**src/hw/sb_defs.svh**
```systemverilog
`ifndef SB_DEFS_SVH
`define SB_DEFS_SVH

// ------------------------------
// scoreboard sizing
// ------------------------------

// table depth, power of two so the pointers wrap on their own
`define SB_NR_ENTRIES 8

// commit ports towards the commit stage
`define SB_NR_COMMIT 2

// write-back ports from the functional units
`define SB_NR_WB 2

// integer register file, 32 registers
`define SB_REG_AW 5
`define SB_XLEN 32

// exception cause field
`define SB_CAUSE_W 4

`endif

```
**src/hw/sb_pkg.sv**
```systemverilog
`default_nettype none

`include "sb_defs.svh"

package sb_pkg;

  // ------------------------------
  // functional units
  // ------------------------------

  // NONE means the entry completes without a write-back
  typedef enum logic [2:0] {
    NONE      = 3'd0,
    ALU       = 3'd1,
    LOAD      = 3'd2,
    STORE     = 3'd3,
    MULT      = 3'd4,
    CTRL_FLOW = 3'd5
  } fu_t;

  // ------------------------------
  // basic words
  // ------------------------------

  // index into the table, doubles as the transaction id
  typedef logic [$clog2(`SB_NR_ENTRIES)-1:0] trans_id_t;
  typedef logic [`SB_REG_AW-1:0] reg_addr_t;
  typedef logic [`SB_XLEN-1:0] xlen_t;

  // exception record from decode or from a functional unit
  typedef struct packed {
    logic                   valid;
    logic [`SB_CAUSE_W-1:0] cause;
  } exc_t;

  // one instruction record, 81 bits
  typedef struct packed {
    xlen_t     pc;
    trans_id_t trans_id;
    fu_t       fu;
    reg_addr_t rd;
    xlen_t     result;
    // set once the result is complete
    logic      valid;
    exc_t      ex;
  } sb_entry_t;

endpackage

`default_nettype wire

```
**src/hw/sb_prio_select.sv**
```systemverilog
`timescale 1ns/10ps
`default_nettype none

module sb_prio_select #(
  parameter int unsigned NUM_IN = 2,
  parameter type payload_t = logic
) (
  input  logic     [NUM_IN-1:0] req_i,
  input  payload_t [NUM_IN-1:0] data_i,
  output logic                  valid_o,
  output payload_t              data_o
);

  // high once a request has been taken in the scan below
  logic found;

  // ------------------------------
  // lowest index wins
  // ------------------------------

  always_comb begin
    found  = 1'b0;
    // all zero payload when nobody requests
    data_o = payload_t'(0);
    for (int unsigned i = 0; i < NUM_IN; i++) begin
      // first active request in index order, later ones are ignored
      if (req_i[i] && !found) begin
        found  = 1'b1;
        data_o = data_i[i];
      end
    end
  end

  // any active request gives a valid result
  assign valid_o = found;

endmodule

`default_nettype wire

```
**src/hw/sb_entry_table.sv**
```systemverilog
`timescale 1ns/10ps
`default_nettype none

`include "sb_defs.svh"

module sb_entry_table (
  input  logic                                            clk_i,
  input  logic                                            rst_ni,
  input  logic                                            flush_i,
  input  logic                                            unresolved_branch_i,
  // decoded instruction from the decoder
  input  sb_pkg::sb_entry_t                               decoded_instr_i,
  input  logic                                            decoded_instr_valid_i,
  output logic                                            decoded_instr_ack_o,
  output logic                                            sb_full_o,
  // instruction towards the issue logic
  output sb_pkg::sb_entry_t                               issue_instr_o,
  output logic                                            issue_instr_valid_o,
  input  logic                                            issue_ack_i,
  // write-back ports
  input  logic              [`SB_NR_WB-1:0]               wt_valid_i,
  input  sb_pkg::trans_id_t [`SB_NR_WB-1:0]               trans_id_i,
  input  sb_pkg::xlen_t     [`SB_NR_WB-1:0]               wbdata_i,
  input  sb_pkg::exc_t      [`SB_NR_WB-1:0]               ex_i,
  // commit ports
  output sb_pkg::sb_entry_t [`SB_NR_COMMIT-1:0]           commit_instr_o,
  input  logic              [`SB_NR_COMMIT-1:0]           commit_ack_i,
  // full table view for clobber map and forwarding
  output sb_pkg::sb_entry_t [`SB_NR_ENTRIES-1:0]          entries_o,
  output logic              [`SB_NR_ENTRIES-1:0]          issued_o
);

  import sb_pkg::*;

  localparam int unsigned N     = `SB_NR_ENTRIES;
  localparam int unsigned NCW   = $clog2(`SB_NR_COMMIT) + 1;

  // payload storage, flags live in the vectors below
  sb_entry_t [N-1:0] mem_q, mem_n;
  logic      [N-1:0] issued_q, issued_n;
  logic      [N-1:0] valid_q, valid_n;
  logic      [N-1:0] exv_q, exv_n;

  // merged view of payload and flags
  sb_entry_t [N-1:0] entries;

  trans_id_t issue_ptr_q, issue_ptr_n;
  trans_id_t commit_ptr_q, commit_ptr_n;
  trans_id_t issue_cnt_q, issue_cnt_n;
  trans_id_t [`SB_NR_COMMIT-1:0] commit_idx;

  logic           issue_full;
  logic           issue_en;
  logic [NCW-1:0] num_commit;

  // ------------------------------
  // issue side handshake
  // ------------------------------

  // seven entries occupied, one slot is kept free
  assign issue_full = &issue_cnt_q;
  assign sb_full_o  = issue_full;

  always_comb begin
    issue_instr_o          = decoded_instr_i;
    // the slot index becomes the transaction id
    issue_instr_o.trans_id = issue_ptr_q;
    issue_instr_valid_o    = decoded_instr_valid_i & ~unresolved_branch_i & ~issue_full;
    decoded_instr_ack_o    = issue_ack_i & ~issue_full;
  end

  assign issue_en = decoded_instr_valid_i & decoded_instr_ack_o;

  // ------------------------------
  // table view and commit ports
  // ------------------------------

  always_comb begin
    for (int unsigned i = 0; i < N; i++) begin
      entries[i]          = mem_q[i];
      entries[i].valid    = valid_q[i];
      entries[i].ex.valid = exv_q[i];
    end
  end

  assign entries_o = entries;
  assign issued_o  = issued_q;

  // commit port j looks at the slot j places after the head
  for (genvar j = 0; j < `SB_NR_COMMIT; j++) begin : gen_commit
    assign commit_idx[j] = commit_ptr_q + trans_id_t'(j);

    always_comb begin
      commit_instr_o[j]          = entries[commit_idx[j]];
      commit_instr_o[j].trans_id = commit_idx[j];
    end
  end

  // ------------------------------
  // next state of the entries
  // ------------------------------

  always_comb begin
    mem_n    = mem_q;
    issued_n = issued_q;
    valid_n  = valid_q;
    exv_n    = exv_q;

    // store the accepted instruction at the issue pointer
    if (issue_en) begin
      mem_n[issue_ptr_q]    = issue_instr_o;
      issued_n[issue_ptr_q] = 1'b1;
      valid_n[issue_ptr_q]  = decoded_instr_i.valid;
      exv_n[issue_ptr_q]    = decoded_instr_i.ex.valid;
    end

    // no functional unit, done one cycle after it was stored
    for (int unsigned i = 0; i < N; i++) begin
      if (issued_q[i] && mem_q[i].fu == NONE) begin
        valid_n[i] = 1'b1;
      end
    end

    // results from the functional units
    for (int unsigned k = 0; k < `SB_NR_WB; k++) begin
      // stale write-backs after a flush hit non-issued slots and are dropped
      if (wt_valid_i[k] && issued_q[trans_id_i[k]]) begin
        valid_n[trans_id_i[k]]      = 1'b1;
        mem_n[trans_id_i[k]].result = wbdata_i[k];
        if (ex_i[k].valid) begin
          mem_n[trans_id_i[k]].ex = ex_i[k];
          exv_n[trans_id_i[k]]    = 1'b1;
        end
      end
    end

    // retired entries leave the table
    for (int unsigned j = 0; j < `SB_NR_COMMIT; j++) begin
      if (commit_ack_i[j]) begin
        issued_n[commit_idx[j]] = 1'b0;
        valid_n[commit_idx[j]]  = 1'b0;
      end
    end

    // flush wins over everything above
    if (flush_i) begin
      issued_n = '0;
      valid_n  = '0;
      exv_n    = '0;
    end
  end

  // ------------------------------
  // pointers and occupancy
  // ------------------------------

  // number of entries retired this cycle
  always_comb begin
    num_commit = '0;
    for (int unsigned j = 0; j < `SB_NR_COMMIT; j++) begin
      num_commit = num_commit + NCW'(commit_ack_i[j]);
    end
  end

  assign issue_cnt_n  = flush_i ? '0 :
                        issue_cnt_q - trans_id_t'(num_commit) + trans_id_t'(issue_en);
  assign commit_ptr_n = flush_i ? '0 : commit_ptr_q + trans_id_t'(num_commit);
  assign issue_ptr_n  = flush_i ? '0 : issue_ptr_q + trans_id_t'(issue_en);

  always_ff @(posedge clk_i or negedge rst_ni) begin
    if (!rst_ni) begin
      issued_q     <= '0;
      valid_q      <= '0;
      exv_q        <= '0;
      issue_ptr_q  <= '0;
      commit_ptr_q <= '0;
      issue_cnt_q  <= '0;
    end else begin
      issued_q     <= issued_n;
      valid_q      <= valid_n;
      exv_q        <= exv_n;
      issue_ptr_q  <= issue_ptr_n;
      commit_ptr_q <= commit_ptr_n;
      issue_cnt_q  <= issue_cnt_n;
    end
  end

  // payload only, meaningless while the issued flag is low
  always_ff @(posedge clk_i) begin
    mem_q <= mem_n;
  end

endmodule

`default_nettype wire

```
**src/hw/sb_clobber_map.sv**
```systemverilog
`timescale 1ns/10ps
`default_nettype none

`include "sb_defs.svh"

module sb_clobber_map (
  input  sb_pkg::sb_entry_t [`SB_NR_ENTRIES-1:0]  entries_i,
  input  logic              [`SB_NR_ENTRIES-1:0]  issued_i,
  output sb_pkg::fu_t       [2**`SB_REG_AW-1:0]   rd_clobber_o
);

  import sb_pkg::*;

  localparam int unsigned N       = `SB_NR_ENTRIES;
  localparam int unsigned NR_REGS = 2**`SB_REG_AW;

  // one request row per register, the extra top bit is the default
  logic [NR_REGS-1:0][N:0] clobber_req;
  fu_t  [N:0]              clobber_fu;

  // ------------------------------
  // requests per register
  // ------------------------------

  always_comb begin
    clobber_req = '0;
    // lowest priority slot carries NONE
    clobber_fu[N] = NONE;
    for (int unsigned r = 0; r < NR_REGS; r++) begin
      clobber_req[r][N] = 1'b1;
    end
    // every issued entry claims its destination register
    for (int unsigned i = 0; i < N; i++) begin
      clobber_fu[i] = entries_i[i].fu;
      clobber_req[entries_i[i].rd][i] = issued_i[i];
    end
    // x0 is never written, idle selector output is NONE
    clobber_req[0] = '0;
  end

  // ------------------------------
  // one selector per register
  // ------------------------------

  for (genvar r = 0; r < NR_REGS; r++) begin : gen_clobber
    sb_prio_select #(
      .NUM_IN    (N + 1),
      .payload_t (fu_t)
    ) u_sel (
      .req_i   (clobber_req[r]),
      .data_i  (clobber_fu),
      .valid_o (),
      .data_o  (rd_clobber_o[r])
    );
  end

endmodule

`default_nettype wire

```
**src/hw/sb_operand_fwd.sv**
```systemverilog
`timescale 1ns/10ps
`default_nettype none

`include "sb_defs.svh"

module sb_operand_fwd (
  input  sb_pkg::reg_addr_t                         rs1_i,
  input  sb_pkg::reg_addr_t                         rs2_i,
  input  sb_pkg::sb_entry_t [`SB_NR_ENTRIES-1:0]    entries_i,
  input  logic              [`SB_NR_ENTRIES-1:0]    issued_i,
  input  logic              [`SB_NR_WB-1:0]         wt_valid_i,
  input  sb_pkg::trans_id_t [`SB_NR_WB-1:0]         trans_id_i,
  input  sb_pkg::xlen_t     [`SB_NR_WB-1:0]         wbdata_i,
  input  sb_pkg::exc_t      [`SB_NR_WB-1:0]         ex_i,
  output sb_pkg::xlen_t                             rs1_o,
  output sb_pkg::xlen_t                             rs2_o,
  output logic                                      rs1_valid_o,
  output logic                                      rs2_valid_o
);

  import sb_pkg::*;

  localparam int unsigned N      = `SB_NR_ENTRIES;
  localparam int unsigned NR_WB  = `SB_NR_WB;
  localparam int unsigned NR_REQ = NR_WB + N;

  // write-back ports sit at the low indices and so win
  logic      [NR_REQ-1:0] rs1_req, rs2_req;
  xlen_t     [NR_REQ-1:0] fwd_data;
  reg_addr_t [NR_WB-1:0]  wb_rd;
  logic                   rs1_hit, rs2_hit;

  // ------------------------------
  // write-back port requests
  // ------------------------------

  for (genvar k = 0; k < NR_WB; k++) begin : gen_wb
    // destination of the entry being written back
    assign wb_rd[k]    = entries_i[trans_id_i[k]].rd;
    // a faulting result is never forwarded
    assign rs1_req[k]  = wt_valid_i[k] & ~ex_i[k].valid & (wb_rd[k] == rs1_i);
    assign rs2_req[k]  = wt_valid_i[k] & ~ex_i[k].valid & (wb_rd[k] == rs2_i);
    assign fwd_data[k] = wbdata_i[k];
  end

  // ------------------------------
  // completed entry requests
  // ------------------------------

  for (genvar i = 0; i < N; i++) begin : gen_entry
    assign rs1_req[NR_WB+i]  = issued_i[i] & entries_i[i].valid & (entries_i[i].rd == rs1_i);
    assign rs2_req[NR_WB+i]  = issued_i[i] & entries_i[i].valid & (entries_i[i].rd == rs2_i);
    assign fwd_data[NR_WB+i] = entries_i[i].result;
  end

  sb_prio_select #(
    .NUM_IN    (NR_REQ),
    .payload_t (xlen_t)
  ) u_sel_rs1 (
    .req_i   (rs1_req),
    .data_i  (fwd_data),
    .valid_o (rs1_hit),
    .data_o  (rs1_o)
  );

  sb_prio_select #(
    .NUM_IN    (NR_REQ),
    .payload_t (xlen_t)
  ) u_sel_rs2 (
    .req_i   (rs2_req),
    .data_i  (fwd_data),
    .valid_o (rs2_hit),
    .data_o  (rs2_o)
  );

  // x0 reads as zero from the register file, never forwarded
  assign rs1_valid_o = rs1_hit & (|rs1_i);
  assign rs2_valid_o = rs2_hit & (|rs2_i);

endmodule

`default_nettype wire

```
**src/hw/scoreboard.sv**
```systemverilog
`timescale 1ns/10ps
`default_nettype none

`include "sb_defs.svh"

module scoreboard (
  input  logic                                            clk_i,
  input  logic                                            rst_ni,
  input  logic                                            flush_i,
  input  logic                                            unresolved_branch_i,
  output logic                                            sb_full_o,
  // functional unit about to write each integer register
  output sb_pkg::fu_t       [2**`SB_REG_AW-1:0]           rd_clobber_o,
  // operand read, same view as the register file
  input  sb_pkg::reg_addr_t                               rs1_i,
  output sb_pkg::xlen_t                                   rs1_o,
  output logic                                            rs1_valid_o,
  input  sb_pkg::reg_addr_t                               rs2_i,
  output sb_pkg::xlen_t                                   rs2_o,
  output logic                                            rs2_valid_o,
  // two oldest entries towards commit
  output sb_pkg::sb_entry_t [`SB_NR_COMMIT-1:0]           commit_instr_o,
  input  logic              [`SB_NR_COMMIT-1:0]           commit_ack_i,
  // decoder side
  input  sb_pkg::sb_entry_t                               decoded_instr_i,
  input  logic                                            decoded_instr_valid_i,
  output logic                                            decoded_instr_ack_o,
  // issue side
  output sb_pkg::sb_entry_t                               issue_instr_o,
  output logic                                            issue_instr_valid_o,
  input  logic                                            issue_ack_i,
  // write-back ports
  input  sb_pkg::trans_id_t [`SB_NR_WB-1:0]               trans_id_i,
  input  sb_pkg::xlen_t     [`SB_NR_WB-1:0]               wbdata_i,
  input  sb_pkg::exc_t      [`SB_NR_WB-1:0]               ex_i,
  input  logic              [`SB_NR_WB-1:0]               wt_valid_i
);

  import sb_pkg::*;

  // registered table contents shared by clobber map and forwarding
  sb_entry_t [`SB_NR_ENTRIES-1:0] entries;
  logic      [`SB_NR_ENTRIES-1:0] issued;

  // ------------------------------
  // entry storage
  // ------------------------------

  sb_entry_table u_entry_table (
    .clk_i                 (clk_i),
    .rst_ni                (rst_ni),
    .flush_i               (flush_i),
    .unresolved_branch_i   (unresolved_branch_i),
    .decoded_instr_i       (decoded_instr_i),
    .decoded_instr_valid_i (decoded_instr_valid_i),
    .decoded_instr_ack_o   (decoded_instr_ack_o),
    .sb_full_o             (sb_full_o),
    .issue_instr_o         (issue_instr_o),
    .issue_instr_valid_o   (issue_instr_valid_o),
    .issue_ack_i           (issue_ack_i),
    .wt_valid_i            (wt_valid_i),
    .trans_id_i            (trans_id_i),
    .wbdata_i              (wbdata_i),
    .ex_i                  (ex_i),
    .commit_instr_o        (commit_instr_o),
    .commit_ack_i          (commit_ack_i),
    .entries_o             (entries),
    .issued_o              (issued)
  );

  // ------------------------------
  // destination tracking
  // ------------------------------

  sb_clobber_map u_clobber_map (
    .entries_i    (entries),
    .issued_i     (issued),
    .rd_clobber_o (rd_clobber_o)
  );

  // ------------------------------
  // operand forwarding
  // ------------------------------

  // write-back ports feed in the same cycle, stored results after that
  sb_operand_fwd u_operand_fwd (
    .rs1_i       (rs1_i),
    .rs2_i       (rs2_i),
    .entries_i   (entries),
    .issued_i    (issued),
    .wt_valid_i  (wt_valid_i),
    .trans_id_i  (trans_id_i),
    .wbdata_i    (wbdata_i),
    .ex_i        (ex_i),
    .rs1_o       (rs1_o),
    .rs2_o       (rs2_o),
    .rs1_valid_o (rs1_valid_o),
    .rs2_valid_o (rs2_valid_o)
  );

endmodule

`default_nettype wire

```
**config.mk**
```make
export PLATFORM = sky130hd
export DESIGN_NAME = scoreboard
export DESIGN_NICKNAME = d
export VERILOG_FILES = /design/src/hw/sb_pkg.sv /design/src/hw/sb_prio_select.sv /design/src/hw/sb_entry_table.sv /design/src/hw/sb_clobber_map.sv /design/src/hw/sb_operand_fwd.sv /design/src/hw/scoreboard.sv
export VERILOG_INCLUDE_DIRS = /design/src /design/src/hw
export SDC_FILE = /design/constraint.sdc
export NUM_CORES = 2
export LEC_CHECK = 0
export ABC_AREA = 1
export BUFFER_PORTS_ARGS = -buffer_cell sky130_fd_sc_hd__buf_4
export CAP_MARGIN = 20
export CORE_MARGIN = 1.5
export CORE_UTILIZATION = 40
export DETAILED_ROUTE_END_ITERATION = 12
export PLACE_DENSITY_LB_ADDON = 0.1
export SYNTH_ARGS = -nofsm -noshare
export SYNTH_HDL_FRONTEND = slang
export SYNTH_SLANG_ARGS = --single-unit
```
**constraint.sdc**
```tcl
create_clock -name clk_i -period 2.95 [get_ports clk_i]
set_input_delay 0.59 -clock clk_i [delete_from_list [all_inputs] [get_ports clk_i]]
set_output_delay 0.59 -clock clk_i [all_outputs]
set_load 0.05 [all_outputs]
```
# Yosys cells after proc, flatten, opt, wreduce, memory -nomap -nowiden
# Index checks and enable logic that the tools add are counted.
# totals
input_bits	181
elab_cells	1403
output_inout_bits	408
reg_bits	681
# op_classes
n_bitwise	54
addsub	6
n_lt_le_gt_ge	26
muxes	661
reduce_logical	566
eq_ne	20
# op_table
operator	count
648-bit bitwise mux	5
648-bit 2-to-1 mux	5
288-bit bitwise mux	7
81-bit demux with 3-bit select	5
81-bit binary-select mux with 3-bit select	4
3-bit 2-to-1 mux	283
32-bit 2-to-1 mux	20
9-bit demux with 5-bit select	8
1-bit logical AND	289
1-bit 2-to-1 mux	284
1-bit logical NOT	266
256-bit bitwise AND	1
81-bit 2-to-1 mux	3
8-bit 2-to-1 mux	17
5-bit equality test	20
43-bit 2-to-1 mux	2
38-bit 2-to-1 mux	2
5-bit by 6-bit less-than comparator with 1-bit output, second input constant	8
5-bit by 1-bit greater-or-equal comparator with 1-bit output, second input constant	8
8-bit bitwise OR	5
1-bit bitwise AND	36
8-bit bitwise AND	4
32-bit NOT	1
32-bit bitwise OR	1
20 further kinds	49

# Depth between registers and ports, before layout
# logic_depth
word_depth	38
mapped_depth	23
mapped_depth_nobuf	20

# Hierarchy
# A second synthesis with hierarchy kept.
# unflattened
cells_unflattened	10091
area_unflattened_um2	61208.7
# by_module_without_submodules
module	n_inst	seq_area_each_um2	cells_each	area_per_inst_um2
sb_entry_table	1	16921.2	5822	41064.4
sb_prio_select at u_clobber_map.gen_clobber[0].u_sel ...	32	0.0	64	321.6
sb_prio_select at u_operand_fwd.u_sel_rs1 ...	2	0.0	682	3049.2
sb_operand_fwd	1	0.0	463	2177.1
sb_clobber_map	1	0.0	394	1579.0

# Worst setup path before layout
# Ideal clock, no wire load.
# synth_timing
path_kind	reg-to-output
from	register u_entry_table.commit_ptr_q[1]
to	output port commit_instr_o[119] (netlist bit)
setup_slack_ns	-0.654
arrival_time_ns	3.014
n_path_buf	2
stages_incl_launch_ff	8
path_cell_list	dfrtp_1 > ha_1 > inv_1 > nor2_1 > inv_1 > clkbuf_1 > buf_1 > o211ai_1
# synth_lines
item	line	rtl
from (decl)	sb_entry_table.sv:48	trans_id_t commit_ptr_q, commit_ptr_n;
from (signal assigned)	sb_entry_table.sv:183	commit_ptr_q <= commit_ptr_n;
to (decl)	scoreboard.sv:22	output sb_pkg::sb_entry_t [`SB_NR_COMMIT-1:0] commit_instr_o,

==> results.rst <==
.. list-table::
   :header-rows: 1

   * - Metric
     - Value
   * - Status
     - complete, but fails checks
   * - Violations in the final reports
     - negative setup slack
   * - CTS tree
     - built
   * - Weighted congestion at the end of routability-driven global placement
     - about 1.1
   * - Total power density per cell area
     - 499 mW/mm2
   * - Number of ports placed on the die boundary
     - 589
   * - Fraction of the cycle the final worst path needs
     - 1.46
   * - Clock latency on the worst-skew pair
     - 0.74 ns
   * - Critical Path Source Type
     - flop
   * - Kind of capture point of the worst setup path
     - primary output
   * - Top fanout value on the critical path
     - 13
   * - Via count of the first global-routing pass
     - 67900
   * - Post-synth ARST share
     - 0.0515
   * - Count of TritonRoute iterations in the first routing pass
     - 9
   * - Slew at the pin with the worst max-slew slack
     - 0.950 ns
   * - Core region area
     - 0.130 mm2
   * - Post-detailed-placement half-perimeter wirelength
     - 222 mm
   * - Number of setup violations in the final report
     - 316
   * - Worst Hold Margin
     - 0.0929 ns
   * - Slew HR
     - 0.366
   * - Mean instance size in the synthesized netlist
     - 6.46 um2
   * - Number of flops mapped to enable cells by yosys
     - 320
   * - CTS root buffer
     - sky130_fd_sc_hd__clkbuf_16
   * - Congestion Overflow GR
     - 0
   * - Setup total negative slack
     - -247.17 ns
   * - #FFs+latches synth
     - 641
   * - F_max
     - approximately 0.23 GHz
   * - Fraction of final layout cells sized beyond drive strength 1
     - 0.350
   * - Final core utilization
     - 0.639
   * - Count of yosys warnings during synthesis
     - 0
   * - Count of buffers from port buffering
     - 582
   * - Leading cell type in the layout, fill and taps excluded
     - sky130_fd_sc_hd__nand2_1
   * - Wire length of the first global-routing pass
     - 485 mm
   * - Setup ws final
     - -1.36 ns
   * - Post-DRT Antenna Nets
     - 0
   * - Clock period minus worst slack
     - ~4.3 ns
   * - Die Area
     - about 0.13 mm2
   * - # rows
     - 132
   * - CTS Buf Count
     - 79
   * - Maximum resistive drop on vdd
     - about 0.0006 V
   * - CTS max path bufs
     - 3
   * - Highest-count cells in the layout ignoring fill and taps
     - sky130_fd_sc_hd__nand2_1 (1410), sky130_fd_sc_hd__buf_4 (1231), sky130_fd_sc_hd__o21ai_0 (798), sky130_fd_sc_hd__nor2_1 (699), sky130_fd_sc_hd__o211ai_1 (671)
   * - Wire length per cell
     - 31.1 um
   * - Gr usage total
     - 0.502
   * - Gate count of the mapped netlist
     - 8129
   * - Effective utilization at floorplan
     - 0.404
   * - Number of nets in the finished design
     - 9632
   * - Post-CTS clock slew at the launch and capture registers of the worst setup and hold paths
     - approximately 0.060 ns
   * - Number of antenna violations at the first check in global routing
     - 14
   * - Sequential fraction of the synthesis area
     - 0.309
   * - Via count normalized by instance count
     - 6.58
   * - P&R area growth vs syn
     - 58.1%
   * - FILL cells
     - 11400
   * - Remaining DRCs
     - 0
   * - Worst reg2reg setup slack
     - about 0.14 ns
   * - Critical setup path kind
     - flop to primary output
   * - Top_reg_cell synth
     - sky130_fd_sc_hd__edfxtp_1
   * - Post-layout power
     - ~0.041 W
   * - Routed Wire Length
     - around 350 mm
   * - Final Skew
     - approximately 0.073 ns
   * - Critical path data arrival time
     - about 3.7 ns
   * - Max-slew violation count
     - 0
   * - Synth cell types
     - 57
   * - Post-Syn Area
     - 0.0525 mm2
   * - H-tree lvl count
     - 3
   * - Worst endpoint required time
     - about 2.4 ns
   * - Via count
     - 74200
   * - Hold/Removal Path Class
     - input pin to flop
   * - Worst-case setup slack after placement
     - -1.21 ns
   * - Die H
     - between 300 and 400 um
   * - Hold Fails Final Rpt
     - 0
   * - Die boundary width
     - 365 um
   * - Count of max-cap constraint violations
     - 0
   * - DRC violation total after the first TritonRoute iteration
     - 11500
   * - Static Leak
     - approximately 35 nW
   * - Setup repair after global routing missed its margin
     - yes
   * - Maximum number of pins on one net before global-route repair
     - between 100 and 150
   * - Clock sinks
     - 641
metrics by stage:
step / cell area, um2 / instances
floorplan: 55100 / 8131
global placement: 68900 / 10800
detailed placement: 68900 / 10800
CTS: 81400 / 11200
global route: 82900 / 11300
finish: 83000 / 11300
final timing paths:
path,cells after the start,to,from
max,21,rs2_o[11],flop
min,1,flop,decoded_instr_i[62]
max reg2reg,14,u_entry_table.entries_o[575],u_entry_table.issued_o[3]
min reg2reg,1,u_entry_table.issue_ptr_q[2],u_entry_table.issue_ptr_q[2]
max in group asynchronous,2,u_entry_table.commit_ptr_q[2],rst_ni
min in group asynchronous,2,u_entry_table.exv_q[7],rst_ni
final cells by class:
class	count	area, um2	area share
Timing Repair Buffer	1954	21700	0.261
Multi-Input combinational cell	5963	37100	0.447
Antenna cell	17	42.5	0.000513
Clock buffer	118	2200	0.0266
Tap cell	1742	2180	0.0263
Timing Repair inverter	7	93.8	0.00113
Clock inverter	29	350	0.00422
Inverter	795	3140	0.0378
Sequential cell	641	16200	0.195
Yosys cell counts, types with 2 or more instances:
cell type,n,area (um2)
sky130_fd_sc_hd__a2111oi_0,7,61.3
sky130_fd_sc_hd__a211oi_1,33,248
sky130_fd_sc_hd__a21oi_1,350,1750
sky130_fd_sc_hd__a221oi_1,15,131
sky130_fd_sc_hd__a22oi_1,76,571
sky130_fd_sc_hd__a31o_2,3,26.3
sky130_fd_sc_hd__a31oi_1,7,43.8
sky130_fd_sc_hd__a41oi_1,6,52.6
sky130_fd_sc_hd__buf_1,68,255
sky130_fd_sc_hd__buf_2,79,395
sky130_fd_sc_hd__buf_4,91,683
sky130_fd_sc_hd__buf_6,3,33.8
sky130_fd_sc_hd__clkbuf_1,491,1840
sky130_fd_sc_hd__clkinv_1,26,97.6
sky130_fd_sc_hd__dfrtp_1,33,826
sky130_fd_sc_hd__dfxtp_1,288,5770
sky130_fd_sc_hd__edfxtp_1,320,9610
sky130_fd_sc_hd__fa_1,2,40.0
sky130_fd_sc_hd__ha_1,8,100
sky130_fd_sc_hd__inv_1,743,2790
sky130_fd_sc_hd__inv_2,25,93.8
sky130_fd_sc_hd__nand2_1,1596,5990
sky130_fd_sc_hd__nand3_1,510,2550
sky130_fd_sc_hd__nand3_2,3,30.0
sky130_fd_sc_hd__nand3b_1,3,22.5
sky130_fd_sc_hd__nand4_1,194,1210
sky130_fd_sc_hd__nor2_1,969,3640
sky130_fd_sc_hd__nor2_2,6,37.5
sky130_fd_sc_hd__nor3_1,208,1040
sky130_fd_sc_hd__nor3_2,3,30.0
sky130_fd_sc_hd__nor4_1,34,213
sky130_fd_sc_hd__nor4_2,5,62.6
sky130_fd_sc_hd__o2111ai_1,116,1020
sky130_fd_sc_hd__o211ai_1,671,5040
sky130_fd_sc_hd__o21a_1,5,37.5
sky130_fd_sc_hd__o21ai_0,936,4680
sky130_fd_sc_hd__o21ai_1,4,20.0
sky130_fd_sc_hd__o221ai_1,27,236
sky130_fd_sc_hd__o22ai_1,113,707
sky130_fd_sc_hd__xnor2_1,6,52.6
sky130_fd_sc_hd__xor2_1,30,263
power breakdown:
group | total (W) | internal (W) | switching [W]
logic | 0.0198 | 0.00737 | 0.0124
registers | 0.0117 | 0.0104 | 0.00133
clock network | 0.00988 | 0.00535 | 0.00452
routing by layer:
metal  share of wire  GRT usage  vias to the layer above
met5         0.00035    0.00218                        -
met4           0.082      0.326                        8
met3            0.16      0.191                     1780
met2            0.39      0.699                     6443
met1            0.37      0.643                    34900
li1                -          -                    31000
kinds of logic (layout without fill, tap and decap cells):
logic type	count (synthesis)	count (layout)	share of synthesized area
other	1	20	0.0000715
buffers and inverters	1527	2903	0.118
adder cells (fa/ha/maj)	10	10	0.00267
XOR/XNOR	36	36	0.00601
AO/OA/AOI/OAI	2375	2375	0.280
flip-flops	641	641	0.309
AND/OR/NAND/NOR	3539	3539	0.285
timing repair:
item	CTS	global route
hold endpoints to repair	33	0
gates resized for setup	1657	290
pin swaps	341	155
endpoints found under the setup margin	316	317
setup buffers	194	51
hold buffers	1	0
cloned	87	10
critical path, cell delays in order, from the launching register on:
cell	delay [ns]
sky130_fd_sc_hd__edfxtp_1	0.52
sky130_fd_sc_hd__buf_6	0.18
sky130_fd_sc_hd__nand2_2	0.05
sky130_fd_sc_hd__nand2_1	0.04
sky130_fd_sc_hd__nand2_1	0.05
sky130_fd_sc_hd__nand2_1	0.07
sky130_fd_sc_hd__nand2_2	0.08
sky130_fd_sc_hd__nand2_2	0.07
sky130_fd_sc_hd__buf_6	0.12
sky130_fd_sc_hd__xor2_2	0.13
sky130_fd_sc_hd__nand2_2	0.09
sky130_fd_sc_hd__buf_6	0.12
sky130_fd_sc_hd__nor2_4	0.23
sky130_fd_sc_hd__nor2_4	0.14
sky130_fd_sc_hd__buf_12	0.18
sky130_fd_sc_hd__nand4_1	0.07
sky130_fd_sc_hd__nand2_1	0.07
sky130_fd_sc_hd__nor2_1	0.11
sky130_fd_sc_hd__nand3_1	0.10
sky130_fd_sc_hd__nor2_2	0.17
sky130_fd_sc_hd__nand3_4	0.18
sky130_fd_sc_hd__buf_8	0.21
No activity file was read; power rests on OpenSTA's default activity.
